===== src/source/control_pkg.sv =====
package control_pkg;

    ////////////////////////////////////////
    // reset stretching
    ////////////////////////////////////////

    // cycles a console reset stays low after its request ends
    // scaled down for simulation, hardware runs far longer
    localparam int RESET_HOLD_CYCLES = 200;

    // hold counter wide enough to reach RESET_HOLD_CYCLES
    localparam int HOLD_COUNT_WIDTH = $clog2(RESET_HOLD_CYCLES + 1);

    ////////////////////////////////////////
    // status led timing
    ////////////////////////////////////////

    // top counter bit of each glow generator
    localparam int SLOW_GLOW_BIT = 12;
    localparam int FAST_GLOW_BIT = 9;

    // status counter bit gating the force-generate blink
    localparam int BLINK_BIT = 10;

    ////////////////////////////////////////
    // clock domain crossing
    ////////////////////////////////////////

    // flops in each input synchronizer
    localparam int SYNC_STAGES = 2;

    ////////////////////////////////////////
    // led_mode encodings
    ////////////////////////////////////////

    // normal video status display
    localparam logic [1:0] LED_MODE_STATUS = 2'd0;

    // mirror the console reset line
    localparam logic [1:0] LED_MODE_DC_RESET = 2'd2;

    // any other value mirrors the optional reset line

endpackage


===== src/source/signal_sync.sv =====
module signal_sync import control_pkg::*; (
    input  logic control_clock,
    input  logic reset_dc,
    input  logic async_in,
    output logic level,
    output logic rise,
    output logic fall
);

    // first stage samples the foreign domain
    logic [SYNC_STAGES-1:0] chain;

    // level as seen one cycle earlier
    logic level_prev;

    always_ff @(posedge control_clock) begin
        if (reset_dc) begin
            chain      <= '0;
            level_prev <= 1'b0;
        end else begin
            chain      <= {chain[SYNC_STAGES-2:0], async_in};
            level_prev <= chain[SYNC_STAGES-1];
        end
    end

    assign level = chain[SYNC_STAGES-1];

    // one cycle pulses, right after level changes
    assign rise = level & ~level_prev;
    assign fall = ~level & level_prev;

endmodule


===== src/source/reset_hold.sv =====
module reset_hold import control_pkg::*; (
    input  logic control_clock,
    input  logic reset_dc,
    input  logic request,
    output logic nreset
);

    localparam logic [HOLD_COUNT_WIDTH-1:0] hold_limit =
        HOLD_COUNT_WIDTH'(RESET_HOLD_CYCLES);

    // cycles since the request dropped, stops at hold_limit
    logic [HOLD_COUNT_WIDTH-1:0] hold_count;

    logic hold_done;

    assign hold_done = (hold_count == hold_limit);

    always_ff @(posedge control_clock) begin
        if (request) begin
            // request wins even during reset
            hold_count <= '0;
            nreset     <= 1'b0;
        end else if (reset_dc) begin
            // no request pending, start released
            hold_count <= hold_limit;
            nreset     <= 1'b1;
        end else begin
            if (!hold_done) begin
                hold_count <= hold_count + 1'b1;
            end
            // release one edge after the limit is reached
            if (hold_done) begin
                nreset <= 1'b1;
            end
        end
    end

endmodule


===== src/source/led_glow.sv =====
module led_glow #(
    parameter int glow_bit = 12
) (
    input  logic control_clock,
    input  logic reset_dc,
    output logic glow
);

    // eight brightness bits sit right below the direction bit
    localparam int level_width = 8;
    localparam int level_low   = glow_bit - level_width;

    // free running phase counter
    logic [glow_bit:0] phase;

    // current brightness and the pwm ramp it is compared against
    logic [level_width-1:0] brightness_raw;
    logic [level_width-1:0] brightness;
    logic [level_width-1:0] pwm_ramp;
    logic                   falling;

    always_ff @(posedge control_clock) begin
        if (reset_dc) begin
            phase <= '0;
        end else begin
            phase <= phase + 1'b1;
        end
    end

    ////////////////////////////////////////
    // triangle brightness
    ////////////////////////////////////////

    assign brightness_raw = phase[level_low +: level_width];
    assign falling        = phase[glow_bit];

    // second half of each period runs the ramp back down
    assign brightness = falling ? ~brightness_raw : brightness_raw;

    ////////////////////////////////////////
    // pwm output
    ////////////////////////////////////////

    assign pwm_ramp = phase[level_width-1:0];

    // on while the fast ramp is below the brightness
    assign glow = (pwm_ramp < brightness);

endmodule


===== src/source/status_led.sv =====
module status_led import control_pkg::*; (
    input  logic       control_clock,
    input  logic       reset_dc,
    input  logic [1:0] led_mode,
    input  logic       pll_hdmi_ready,
    input  logic       resync,
    input  logic       force_generate,
    input  logic       encoder_ready,
    input  logic       slow_glow,
    input  logic       fast_glow,
    input  logic       dc_nreset,
    input  logic       opt_nreset,
    output logic       level,
    output logic       oe
);

    // free running counter, its top bit paces the blink
    logic [BLINK_BIT:0] blink_count;
    logic               blink_on;

    // next state of the led pin
    logic status_level;
    logic next_level;
    logic next_oe;

    always_ff @(posedge control_clock) begin
        if (reset_dc) begin
            blink_count <= '0;
        end else begin
            blink_count <= blink_count + 1'b1;
        end
    end

    assign blink_on = blink_count[BLINK_BIT];

    ////////////////////////////////////////
    // status display, led is active low
    ////////////////////////////////////////

    always_comb begin
        if (!pll_hdmi_ready) begin
            // no hdmi clock yet, led dark
            status_level = 1'b1;
        end else if (resync) begin
            status_level = ~fast_glow;
        end else if (force_generate) begin
            // glow in bursts while video is generated internally
            status_level = blink_on ? ~fast_glow : 1'b1;
        end else if (encoder_ready) begin
            status_level = 1'b0;
        end else begin
            status_level = ~slow_glow;
        end
    end

    ////////////////////////////////////////
    // mode select
    ////////////////////////////////////////

    always_comb begin
        if (led_mode == LED_MODE_STATUS) begin
            next_level = status_level;
            next_oe    = 1'b1;
        end else if (led_mode == LED_MODE_DC_RESET) begin
            // pull low together with the console reset
            next_level = 1'b0;
            next_oe    = ~dc_nreset;
        end else begin
            next_level = 1'b0;
            next_oe    = ~opt_nreset;
        end
    end

    always_ff @(posedge control_clock) begin
        if (reset_dc) begin
            level <= 1'b1;
            oe    <= 1'b0;
        end else begin
            level <= next_level;
            oe    <= next_oe;
        end
    end

endmodule


===== src/source/reset_control_top.sv =====
module reset_control_top import control_pkg::*; (
    input  logic       control_clock,
    input  logic       reset_dc,
    input  logic       reset_opt,
    input  logic [1:0] led_mode,
    input  logic       pll_video_locked,
    input  logic       pll_hdmi_locked,
    input  logic       resync_flag,
    input  logic       force_generate_flag,
    input  logic       encoder_ready,
    output logic       dc_reset_pull,
    output logic       opt_reset_pull,
    output logic       status_led_level,
    output logic       status_led_oe,
    output logic       pll_reset_pulse,
    output logic       pll_hdmi_ready
);

    logic video_lock_fall;
    logic hdmi_lock_fall;
    logic resync;
    logic force_generate;

    logic dc_nreset;
    logic opt_nreset;

    logic slow_glow;
    logic fast_glow;

    ////////////////////////////////////////
    // inputs from other clock domains
    ////////////////////////////////////////

    signal_sync video_lock_sync (
        .control_clock (control_clock),
        .reset_dc      (reset_dc),
        .async_in      (pll_video_locked),
        .level         (),
        .rise          (),
        .fall          (video_lock_fall)
    );

    signal_sync hdmi_lock_sync (
        .control_clock (control_clock),
        .reset_dc      (reset_dc),
        .async_in      (pll_hdmi_locked),
        .level         (pll_hdmi_ready),
        .rise          (),
        .fall          (hdmi_lock_fall)
    );

    signal_sync resync_sync (
        .control_clock (control_clock),
        .reset_dc      (reset_dc),
        .async_in      (resync_flag),
        .level         (resync),
        .rise          (),
        .fall          ()
    );

    signal_sync force_generate_sync (
        .control_clock (control_clock),
        .reset_dc      (reset_dc),
        .async_in      (force_generate_flag),
        .level         (force_generate),
        .rise          (),
        .fall          ()
    );

    // lost lock on either pll restarts the reconfiguration
    always_ff @(posedge control_clock) begin
        if (reset_dc) begin
            pll_reset_pulse <= 1'b0;
        end else begin
            pll_reset_pulse <= video_lock_fall | hdmi_lock_fall;
        end
    end

    ////////////////////////////////////////
    // console reset lines
    ////////////////////////////////////////

    reset_hold dc_hold (
        .control_clock (control_clock),
        .reset_dc      (reset_dc),
        .request       (reset_dc),
        .nreset        (dc_nreset)
    );

    reset_hold opt_hold (
        .control_clock (control_clock),
        .reset_dc      (reset_dc),
        .request       (reset_opt),
        .nreset        (opt_nreset)
    );

    // open drain, 1 pulls the line low
    assign dc_reset_pull  = ~dc_nreset;
    assign opt_reset_pull = ~opt_nreset;

    ////////////////////////////////////////
    // status led
    ////////////////////////////////////////

    led_glow #(
        .glow_bit (SLOW_GLOW_BIT)
    ) slow_glow_gen (
        .control_clock (control_clock),
        .reset_dc      (reset_dc),
        .glow          (slow_glow)
    );

    led_glow #(
        .glow_bit (FAST_GLOW_BIT)
    ) fast_glow_gen (
        .control_clock (control_clock),
        .reset_dc      (reset_dc),
        .glow          (fast_glow)
    );

    status_led led_control (
        .control_clock  (control_clock),
        .reset_dc       (reset_dc),
        .led_mode       (led_mode),
        .pll_hdmi_ready (pll_hdmi_ready),
        .resync         (resync),
        .force_generate (force_generate),
        .encoder_ready  (encoder_ready),
        .slow_glow      (slow_glow),
        .fast_glow      (fast_glow),
        .dc_nreset      (dc_nreset),
        .opt_nreset     (opt_nreset),
        .level          (status_led_level),
        .oe             (status_led_oe)
    );

endmodule


===== config.mk =====
export PLATFORM = sky130hd
export DESIGN_NAME = reset_control_top
export DESIGN_NICKNAME = d
export VERILOG_FILES = /design/src/source/control_pkg.sv /design/src/source/signal_sync.sv /design/src/source/reset_hold.sv /design/src/source/led_glow.sv /design/src/source/status_led.sv /design/src/source/reset_control_top.sv
export SDC_FILE = /design/constraint.sdc
export NUM_CORES = 1
export LEC_CHECK = 0
export ABC_CLOCK_PERIOD_IN_PS = 1900
export BUFFER_PORTS_ARGS = -buffer_cell sky130_fd_sc_hd__buf_4
export CAP_MARGIN = 0
export CORE_MARGIN = 2
export CORE_UTILIZATION = 45
export DETAILED_ROUTE_END_ITERATION = 7
export HOLD_SLACK_MARGIN = 0.02
export PLACE_DENSITY = 0.64
export SYNTH_ARGS = -nofsm -noshare
export SYNTH_HDL_FRONTEND = slang
export SYNTH_HIERARCHICAL = 1
export SYNTH_SLANG_ARGS = --single-unit

===== constraint.sdc =====
create_clock -name control_clock -period 1.9 [get_ports control_clock]
set_clock_uncertainty 0.1 [all_clocks]
set_input_delay 0.19 -clock control_clock [delete_from_list [all_inputs] [get_ports control_clock]]
set_output_delay 0.19 -clock control_clock [all_outputs]
set_load 0.03 [all_outputs]

Yosys cells after proc, flatten, opt, wreduce, memory -nomap -nowiden
Cells that the tools add are included.
Storage, ports and cells
  bits in registers: 65
  bits of input ports: 10
  output and inout port bits: 6
  word-level logic and storage cells: 56
Operators by class
  $add $sub $neg: 5
  order comparisons: 2
  equality and inequality tests: 4
  muxes and demuxes: 14
  bitwise logic cells: 11
  reductions and logical operators: 3
Operator list (count)
  2-to-1 mux 8 bit: 4
  adder 8 x 1 -> 8 bit (second input constant): 2
  == test 8 bit (second input constant): 2
  < comparator 8 bit: 2
  NOT 8 bit: 2
  adder 13 x 1 -> 13 bit (second input constant): 1
  adder 11 x 1 -> 11 bit (second input constant): 1
  adder 10 x 1 -> 10 bit (second input constant): 1
  2-to-1 mux 1 bit: 10
  NOT 1 bit: 6
  bitwise AND 1 bit: 2
  == test 2 bit (second input constant): 1
  logical NOT 2 bit: 1
  inequality test 2 bit (second input constant): 1
  nonzero test 2 bit: 1
  OR reduction 2 bit: 1
  bitwise OR 1 bit: 1

Depth between registers and ports, before layout
Gate-level depths: netlist of the first run.
  word-level depth: 9
  gate-level depth with buffers: 9
  mapped depth without buffers: 8

Modules after synthesis
Netlist of the first run, hierarchy kept.
By module, submodules not included
  reset_hold: instances 2, cells each 50, area an instance 441.7 µm², sequential area each 180.2 µm²
  led_glow at slow_glow_gen: instances 1, cells each 88, area an instance 769.5 µm², sequential area each 260.2 µm²
  led_glow at fast_glow_gen: instances 1, cells each 71, area an instance 625.6 µm², sequential area each 200.2 µm²
  status_led: instances 1, cells each 60, area an instance 551.8 µm², sequential area each 260.2 µm²
  signal_sync: instances 4, cells each 8, area an instance 91.3 µm², sequential area each 60.1 µm²
  reset_control_top: instances 1, cells each 4, area an instance 37.5 µm², sequential area each 20.0 µm²

Worst setup path after synthesis of the first run
OpenSTA, ideal clock, no wires.
  kind: flip-flop to flip-flop
  start point: register slow_glow_gen.phase[12]
  end point: register led_control.level
  library setup time: 87 ps
  arrival: 1738 ps
  data required time: 1713 ps
  setup slack: -25 ps
  cell stages (with the launch flop): 10
  buffers on the path: 1
  period minus slack after synthesis: 1925 ps
  cell sequence: dfxtp_1 > buf_4 > xnor2_1 > ha_1 > nand4_1 > nor3_1 > a21oi_1 > o41ai_1 > a21oi_1 > o31ai_1
Between the ends
  cells in the longest elaborated chain, start to end: 8
RTL lines
  start, declared: RTL line led_glow.sv:14  | logic [glow_bit:0] phase;
  start signal, assigned: RTL line led_glow.sv:26  | phase <= phase + 1'b1;
  2-to-1 mux 8 bit: RTL line led_glow.sv:38  | assign brightness = falling ? ~brightness_raw : brightness_raw;
  < comparator 8 bit: RTL line led_glow.sv:47  | assign glow = (pwm_ramp < brightness);
  named net slow_glow: RTL line reset_control_top.sv:27  | logic slow_glow;
  NOT 1 bit: RTL line status_led.sv:52  | status_level = ~slow_glow;
  2-to-1 mux 1 bit: RTL line status_led.sv:49  | end else if (encoder_ready) begin
  2-to-1 mux 1 bit: RTL line status_led.sv:46  | end else if (force_generate) begin
  2-to-1 mux 1 bit: RTL line status_led.sv:44  | end else if (resync) begin
  2-to-1 mux 1 bit: RTL line status_led.sv:41  | if (!pll_hdmi_ready) begin
  2-to-1 mux 1 bit: RTL line status_led.sv:61  | if (led_mode == LED_MODE_STATUS) begin
  end signal, assigned: RTL line status_led.sv:79  | level <= next_level;
  end, declared: RTL line status_led.sv:13  | output logic level,
The timed path passes the listed nets, and every way through them passes these cells.
A chain may end at the register's enable or synchronous reset.

Worst setup path after layout of the first run
Same ends and word-level chain as after synthesis.

==> impl_metrics.py, run 1 <==
metrics = {
    "power": {
        "ir_worst_vdd_v": 0.000376,
        "p_total_mw": 2.79,
        "power_leakage_nw": 1.43,
        "p_per_area_nw_per_um2": 740,
    },
    "clock_network": {
        "htreeDepth": 3,
        "worst_skew_pair.late_latency_ns": 0.33,
        "post_cts_buffers": 0,
        "clock_sinks": 65,
        "clockRootBuffer": "clkbuf_8",
        "clk_pin_slew_worst_paths_ns": 0.07,
        "cts_tree": "built",
        "clockBufferDepth": 2,
        "cts_buffers": 9,
    },
    "floorplanning": {
        "dieHeight_um": 87.6,
        "die_w_um": 87.6,
        "fp.dieArea_sq_um": 7670,
        "initial_core_util_pct": 46.3,
        "rows": 30,
        "io_pins": 16,
        "coreArea_sq_um": 6790,
    },
    "sta": {
        "finalSetupViolCount": 1,
        "max_freq_mhz": 513,
        "timing.final.crit_share_pct": 103,
        "rsz0062_at_grt": "yes",
        "worst_pin_slew_ns": 0.472,
        "finalHoldViolations": 0,
        "maxSlewViolCount": 0,
        "max-slew-margin-rel_pct": 68.4,
        "worst_slack_ns": -0.0491,
        "layout_min_cycle_time_ns": 1.95,
    },
    "global_route": {
        "track_usage_pct": 16.6,
        "grt_max_degree": 35,
        "grt-ovfl-total": 0,
        "antenna_found_initial": 0,
        "grt_pass1_vias": 2312,
        "grt_pass1_wl_um": 10000,
    },
    "placed_design": {
        "place_congestion": 0.791,
        "dp_hpwl_um": 4310,
        "io_buffers": 15,
        "placed_cell_area_sq_um": 3510,
    },
    "detailed_routing": {
        "postRouteAntennaNets": 0,
        "routed_wirelength_um": 5970,
        "vias": 2563,
        "drc": 0,
        "firstDrtPassIters": 4,
        "drt_iter0_markers": 94,
        "viasPerCell": 5.20,
        "wl_per_cell_um": 12.1,
    },
    "final_layout": {
        "regArea_sq_um": 1310,
        "nets": 425,
        "n_fill_cell": 635,
        "multi_input_area_sq_um": 1760,
        "post-route-util_pct": 55.5,
        "stdcell_area_sq_um": 3770,
        "final_layout_size_suffix_gt1_share_pct": 17.1,
        "num_antenna_cells": 0,
        "syn_to_final_growth_pct": 20.1,
    },
    "outcome": {
        "violations": "negative setup slack",
        "run_status": "complete, but fails checks",
    },
    "worst_setup_path": {
        "critPathLaunchType": "register",
        "crit_path_top_delay_cell": "dfxtp_4",
        "critPathArrivalTime_ns": 2.10,
        "worstSetupPathType": "register to register",
        "cp.required_ns": 2.05,
        "critPathBufInv": 1,
        "cp_top_family": "compound AO/OA/AOI/OAI gates",
        "endpoint_kind": "register",
        "cp_cell_sequence": "xnor2_1, ha_1, inv_1, o31ai_1, a21oi_1, o41ai_1, a21oi_1, o31ai_1",
        "r2r-start": "slow_glow_gen/phase[12]",
        "startpoint": "slow_glow_gen/phase[12]",
        "worst-r2r-setup-slack_ns": -0.05,
        "worst-path-max-fanout": 9,
        "cp_slowest_stage_delay_ns": 0.39,
    },
    "min_path": {
        "worstHoldStart": "encoder_ready",
        "hp-class": "input pin to register",
    },
    "yosys": {
        "syn_area_sq_um": 3140,
        "syn_area_per_cell_sq_um": 9.11,
        "netlist_instances": 345,
        "syn_nets": 376,
        "synth-warning-count": 6,
    },
    "run": {
        "cap_violations": 0,
    },
}
where the power goes:
part | switching (mW) | total (mW) | leakage [nW] | internal, mW
Sequential | 0.0407 | 1.45 | 0.533 | 1.41
Combinational | 0.117 | 0.226 | 0.799 | 0.109
Clock | 0.499 | 1.12 | 0.0978 | 0.620
metrics by stage:
step,hold slack (ns),setup slack (ns),cells,TNS [ns]
floorplan,0.159,-0.000948,345,-0.000948
global route,0.154,-0.246,493,-0.246
detailed placement,0.293,-0.273,472,-0.273
finish,0.130,-0.0491,493,-0.0491
CTS,0.124,-0.0606,493,-0.0606
global placement,0.293,-0.223,472,-0.223
path summary, 6_finish.rpt:
kind / depth (start not counted) / to
worst max-delay path: 8 / led_control/level
worst min-delay path: 4 / led_control/level
worst min register to register: 1 / hdmi_lock_sync/chain[1]
worst max register to register: 8 / led_control/level
routing by layer:
metal	track usage [%]	wire length, um	share of wire, %
met5	0	0	0
met4	7.97	99	1.7
met3	3.39	121	2.0
met2	27.8	2790	47
met1	20.3	2960	50
worst register-to-register path, delay by kind of cell (launching register included):
family | cells | cell delay (ns)
compound gates | 5 | 0.88
flops | 1 | 0.39
fa+ha+maj | 1 | 0.31
xor+xnor | 1 | 0.14
buf+inv | 1 | 0.05
area by class of cell:
type	instances	area share, %
clock inverter	4	1.19
clock buffer	10	3.65
inverter	16	1.59
tap	96	3.18
multi-input combinational	259	46.8
timing repair buffer	43	9.02
sequential	65	34.6
flip-flops by register name, indices dropped and copies added, names as in the netlist:
signal                      cells
led_control/level               1
dc_hold/hold_count              8
led_control/oe                  1
video_lock_sync/chain           2
pll_reset_pulse                 1
resync_sync/chain               2
force_generate_sync/chain       2
hdmi_lock_sync/chain            2
fast_glow_gen/phase            10
opt_hold/nreset                 1
slow_glow_gen/phase            13
dc_hold/nreset                  1
led_control/blink_count        11
opt_hold/hold_count             8
video_lock_sync/level_prev      1
hdmi_lock_sync/level_prev       1
timing repair:
| action | in CTS | in global routing |
|---|---|---|
| gates resized for setup | 3 | 1 |
| endpoints found under the setup margin | 1 | 2 |
| pin swaps | 2 | 0 |
| hold endpoints to repair | 10 | 0 |
| hold buffers | 7 | 0 |
cells in the final DEF (no fill, tap or decap), types with 2 or more instances in the layout:
master	n
o31ai_1	11
a211oi_1	7
and3_1	2
nor3b_1	2
nand2_1	14
o21ai_0	15
nand4_1	5
mux2_2	3
nor3_1	11
or3b_1	2
xnor2_1	20
nor2b_1	17
dlygate4sd3_1	7
nor4_1	2
clkinv_2	3
or4_1	10
and4_1	4
buf_4	36
or2_2	3
a21oi_1	32
a21o_2	2
or3_2	2
nor2_1	25
inv_1	16
dfxtp_1	63
and4b_1	2
nand4b_1	2
nand3_1	18
ha_1	21
or3_1	7
clkbuf_8	10
xor2_1	11
and4_2	2
Note: power is estimated with default switching activity, not from simulation.
==> inputs of run 2 (changes only) <==
REMOVE_ABC_BUFFERS = 1   (was unset)
SLEW_MARGIN = 20   (was unset)
==> impl_metrics.py, run 2 (same netlist as run 1, synthesis figures left out) <==
metrics = {
    "detailed_routing": {
        "drt_iter0_markers": 86,
        "drc": 0,
        "wl_per_cell_um": 12.2,
        "viasPerCell": 5.08,
        "firstDrtPassIters": 4,
        "postRouteAntennaNets": 0,
        "routed_wirelength_um": 6020,
        "vias": 2513,
    },
    "sta": {
        "finalHoldViolations": 0,
        "worst_pin_slew_ns": 0.509,
        "rsz0062_at_grt": "yes",
        "max_freq_mhz": 500,
        "tns_ns": -0.100,
        "timing.final.crit_share_pct": 105,
        "worst_slack_ns": -0.100,
        "layout_min_cycle_time_ns": 2.00,
        "maxSlewViolCount": 0,
        "max-slew-margin-rel_pct": 66.1,
        "finalSetupViolCount": 1,
    },
    "clock_network": {
        "cts_buffers": 9,
        "cts_tree": "built",
        "clock_sinks": 65,
        "htreeDepth": 3,
        "worst_skew_pair.late_latency_ns": 0.34,
        "clockRootBuffer": "clkbuf_8",
        "clockBufferDepth": 2,
        "clk_pin_slew_worst_paths_ns": 0.06,
    },
    "final_layout": {
        "num_antenna_cells": 0,
        "layout_commonest_cell": "dfxtp_1",
        "stdcell_area_sq_um": 3830,
        "final_layout_size_suffix_gt1_share_pct": 18.0,
        "nets": 427,
        "largest_reg_flops": 13,
        "final_cell_mix": "dfxtp_1 (63), buf_4 (38), a21oi_1 (32)",
        "syn_to_final_growth_pct": 22.0,
        "top_register": "slow_glow_gen/phase",
        "reg_top3": "slow_glow_gen/phase: 13 flops, led_control/blink_count: 11 flops, fast_glow_gen/phase: 10 flops",
        "final_cells": 495,
    },
    "min_path": {
        "hp-class": "input pin to register",
        "worstHoldStart": "encoder_ready",
    },
    "power": {
        "power_leakage_nw": 1.46,
        "p_per_area_nw_per_um2": 775,
        "ir_worst_vdd_v": 0.000362,
    },
    "placed_design": {
        "place_congestion": 0.775,
        "io_buffers": 15,
        "placed_cell_area_sq_um": 3520,
        "dp_hpwl_um": 4250,
        "place_ws_ns": -0.262,
        "dp_cells": 474,
    },
    "worst_setup_path": {
        "worst-path-max-fanout": 8,
        "crit_path_top_delay_cell": "or4_1",
        "critPathArrivalTime_ns": 2.13,
        "critPathLaunchType": "register",
        "cp.required_ns": 2.03,
        "startpoint": "slow_glow_gen/phase[12]",
        "r2r-start": "slow_glow_gen/phase[12]",
        "critPathBufInv": 1,
        "worstSetupPathType": "register to register",
        "cp_cell_sequence": "buf_4, xnor2_1, ha_1, or4_1, a21oi_1, o41ai_2, a21oi_1, o31ai_1",
        "endpoint_kind": "register",
        "crit_top_cell": "a21oi_1",
        "cp_top_family": "simple AND/OR/NAND/NOR gates",
        "cp_slowest_stage_delay_ns": 0.48,
    },
    "floorplanning": {
        "io_pins": 16,
        "die_w_um": 87.6,
        "fp.dieArea_sq_um": 7670,
        "initial_core_util_pct": 46.3,
        "coreArea_sq_um": 6790,
        "rows": 30,
        "dieHeight_um": 87.6,
    },
    "global_route": {
        "grt_max_degree": 51,
        "grt_pass1_vias": 2381,
        "grt_pass1_wl_um": 10400,
        "grt-ovfl-total": 0,
        "track_usage_pct": 17.4,
        "antenna_found_initial": 0,
    },
    "outcome": {
        "violations": "negative setup slack",
        "run_status": "complete, but fails checks",
    },
    "run": {
        "cap_violations": 0,
    },
}
## run 2: power breakdown
| part | internal (mW) | switching [mW] | total, mW |
|---|---|---|---|
| clock | 0.794 | 0.501 | 1.29 |
| sequential | 1.41 | 0.0411 | 1.45 |
| combinational | 0.110 | 0.118 | 0.228 |
## run 2: metal layers
layer / up-vias / track usage, % / wire, um
met5: - / 0 / 0
met4: 0 / 6.29 / 94
met3: 9 / 6.79 / 208
met2: 25 / 28.4 / 2860
met1: 1133 / 20.8 / 2860
li1: 1346 / - / -
## run 2: path summary, 6_finish.rpt
| path | endpoint | slack (ns) | cells past startpoint |
|---|---|---|---|
| worst max-delay path | led_control/level | -0.10 | 8 |
| worst min-delay path | led_control/level | 0.14 | 4 |
| worst max register to register | led_control/level | -0.10 | 8 |
| worst min register to register | resync_sync/chain[1] | 0.34 | 1 |
## run 2: tightest hold or removal path: stages
cell and delay, ns:
buf_4 0.09, o41ai_2 0.06, a21oi_1 0.12, o31ai_1 0.07
## run 2: per-stage QoR
stage                     hold slack (ns)  utilization, %  total power [mW]
after floorplan                     0.157               -              1.60
after global placement              0.301            51.9              1.69
after detailed placement            0.303            51.9              1.69
after CTS                           0.125            56.2              3.01
after global routing                0.150            56.4              3.12
final                               0.135            56.4              2.97
## run 2: area by class of cell
cell class / count / area (sq um)
Clock buffer: 11 / 151
Clock inverter: 3 / 65.1
Fill cell: 625 / 2960
Inverter: 16 / 60.1
Multi-Input combinational cell: 259 / 1780
Sequential cell: 65 / 1310
Tap cell: 96 / 120
Timing Repair Buffer: 45 / 355
## run 2: timing repair
action / 4_1_cts / 5_1_grt
endpoints found under the setup margin: 1 / 2
resized for setup: 3 / 3
setup buffers: 0 / 0
hold buffers: 7 / 0
endpoints found under the hold margin: 10 / 0
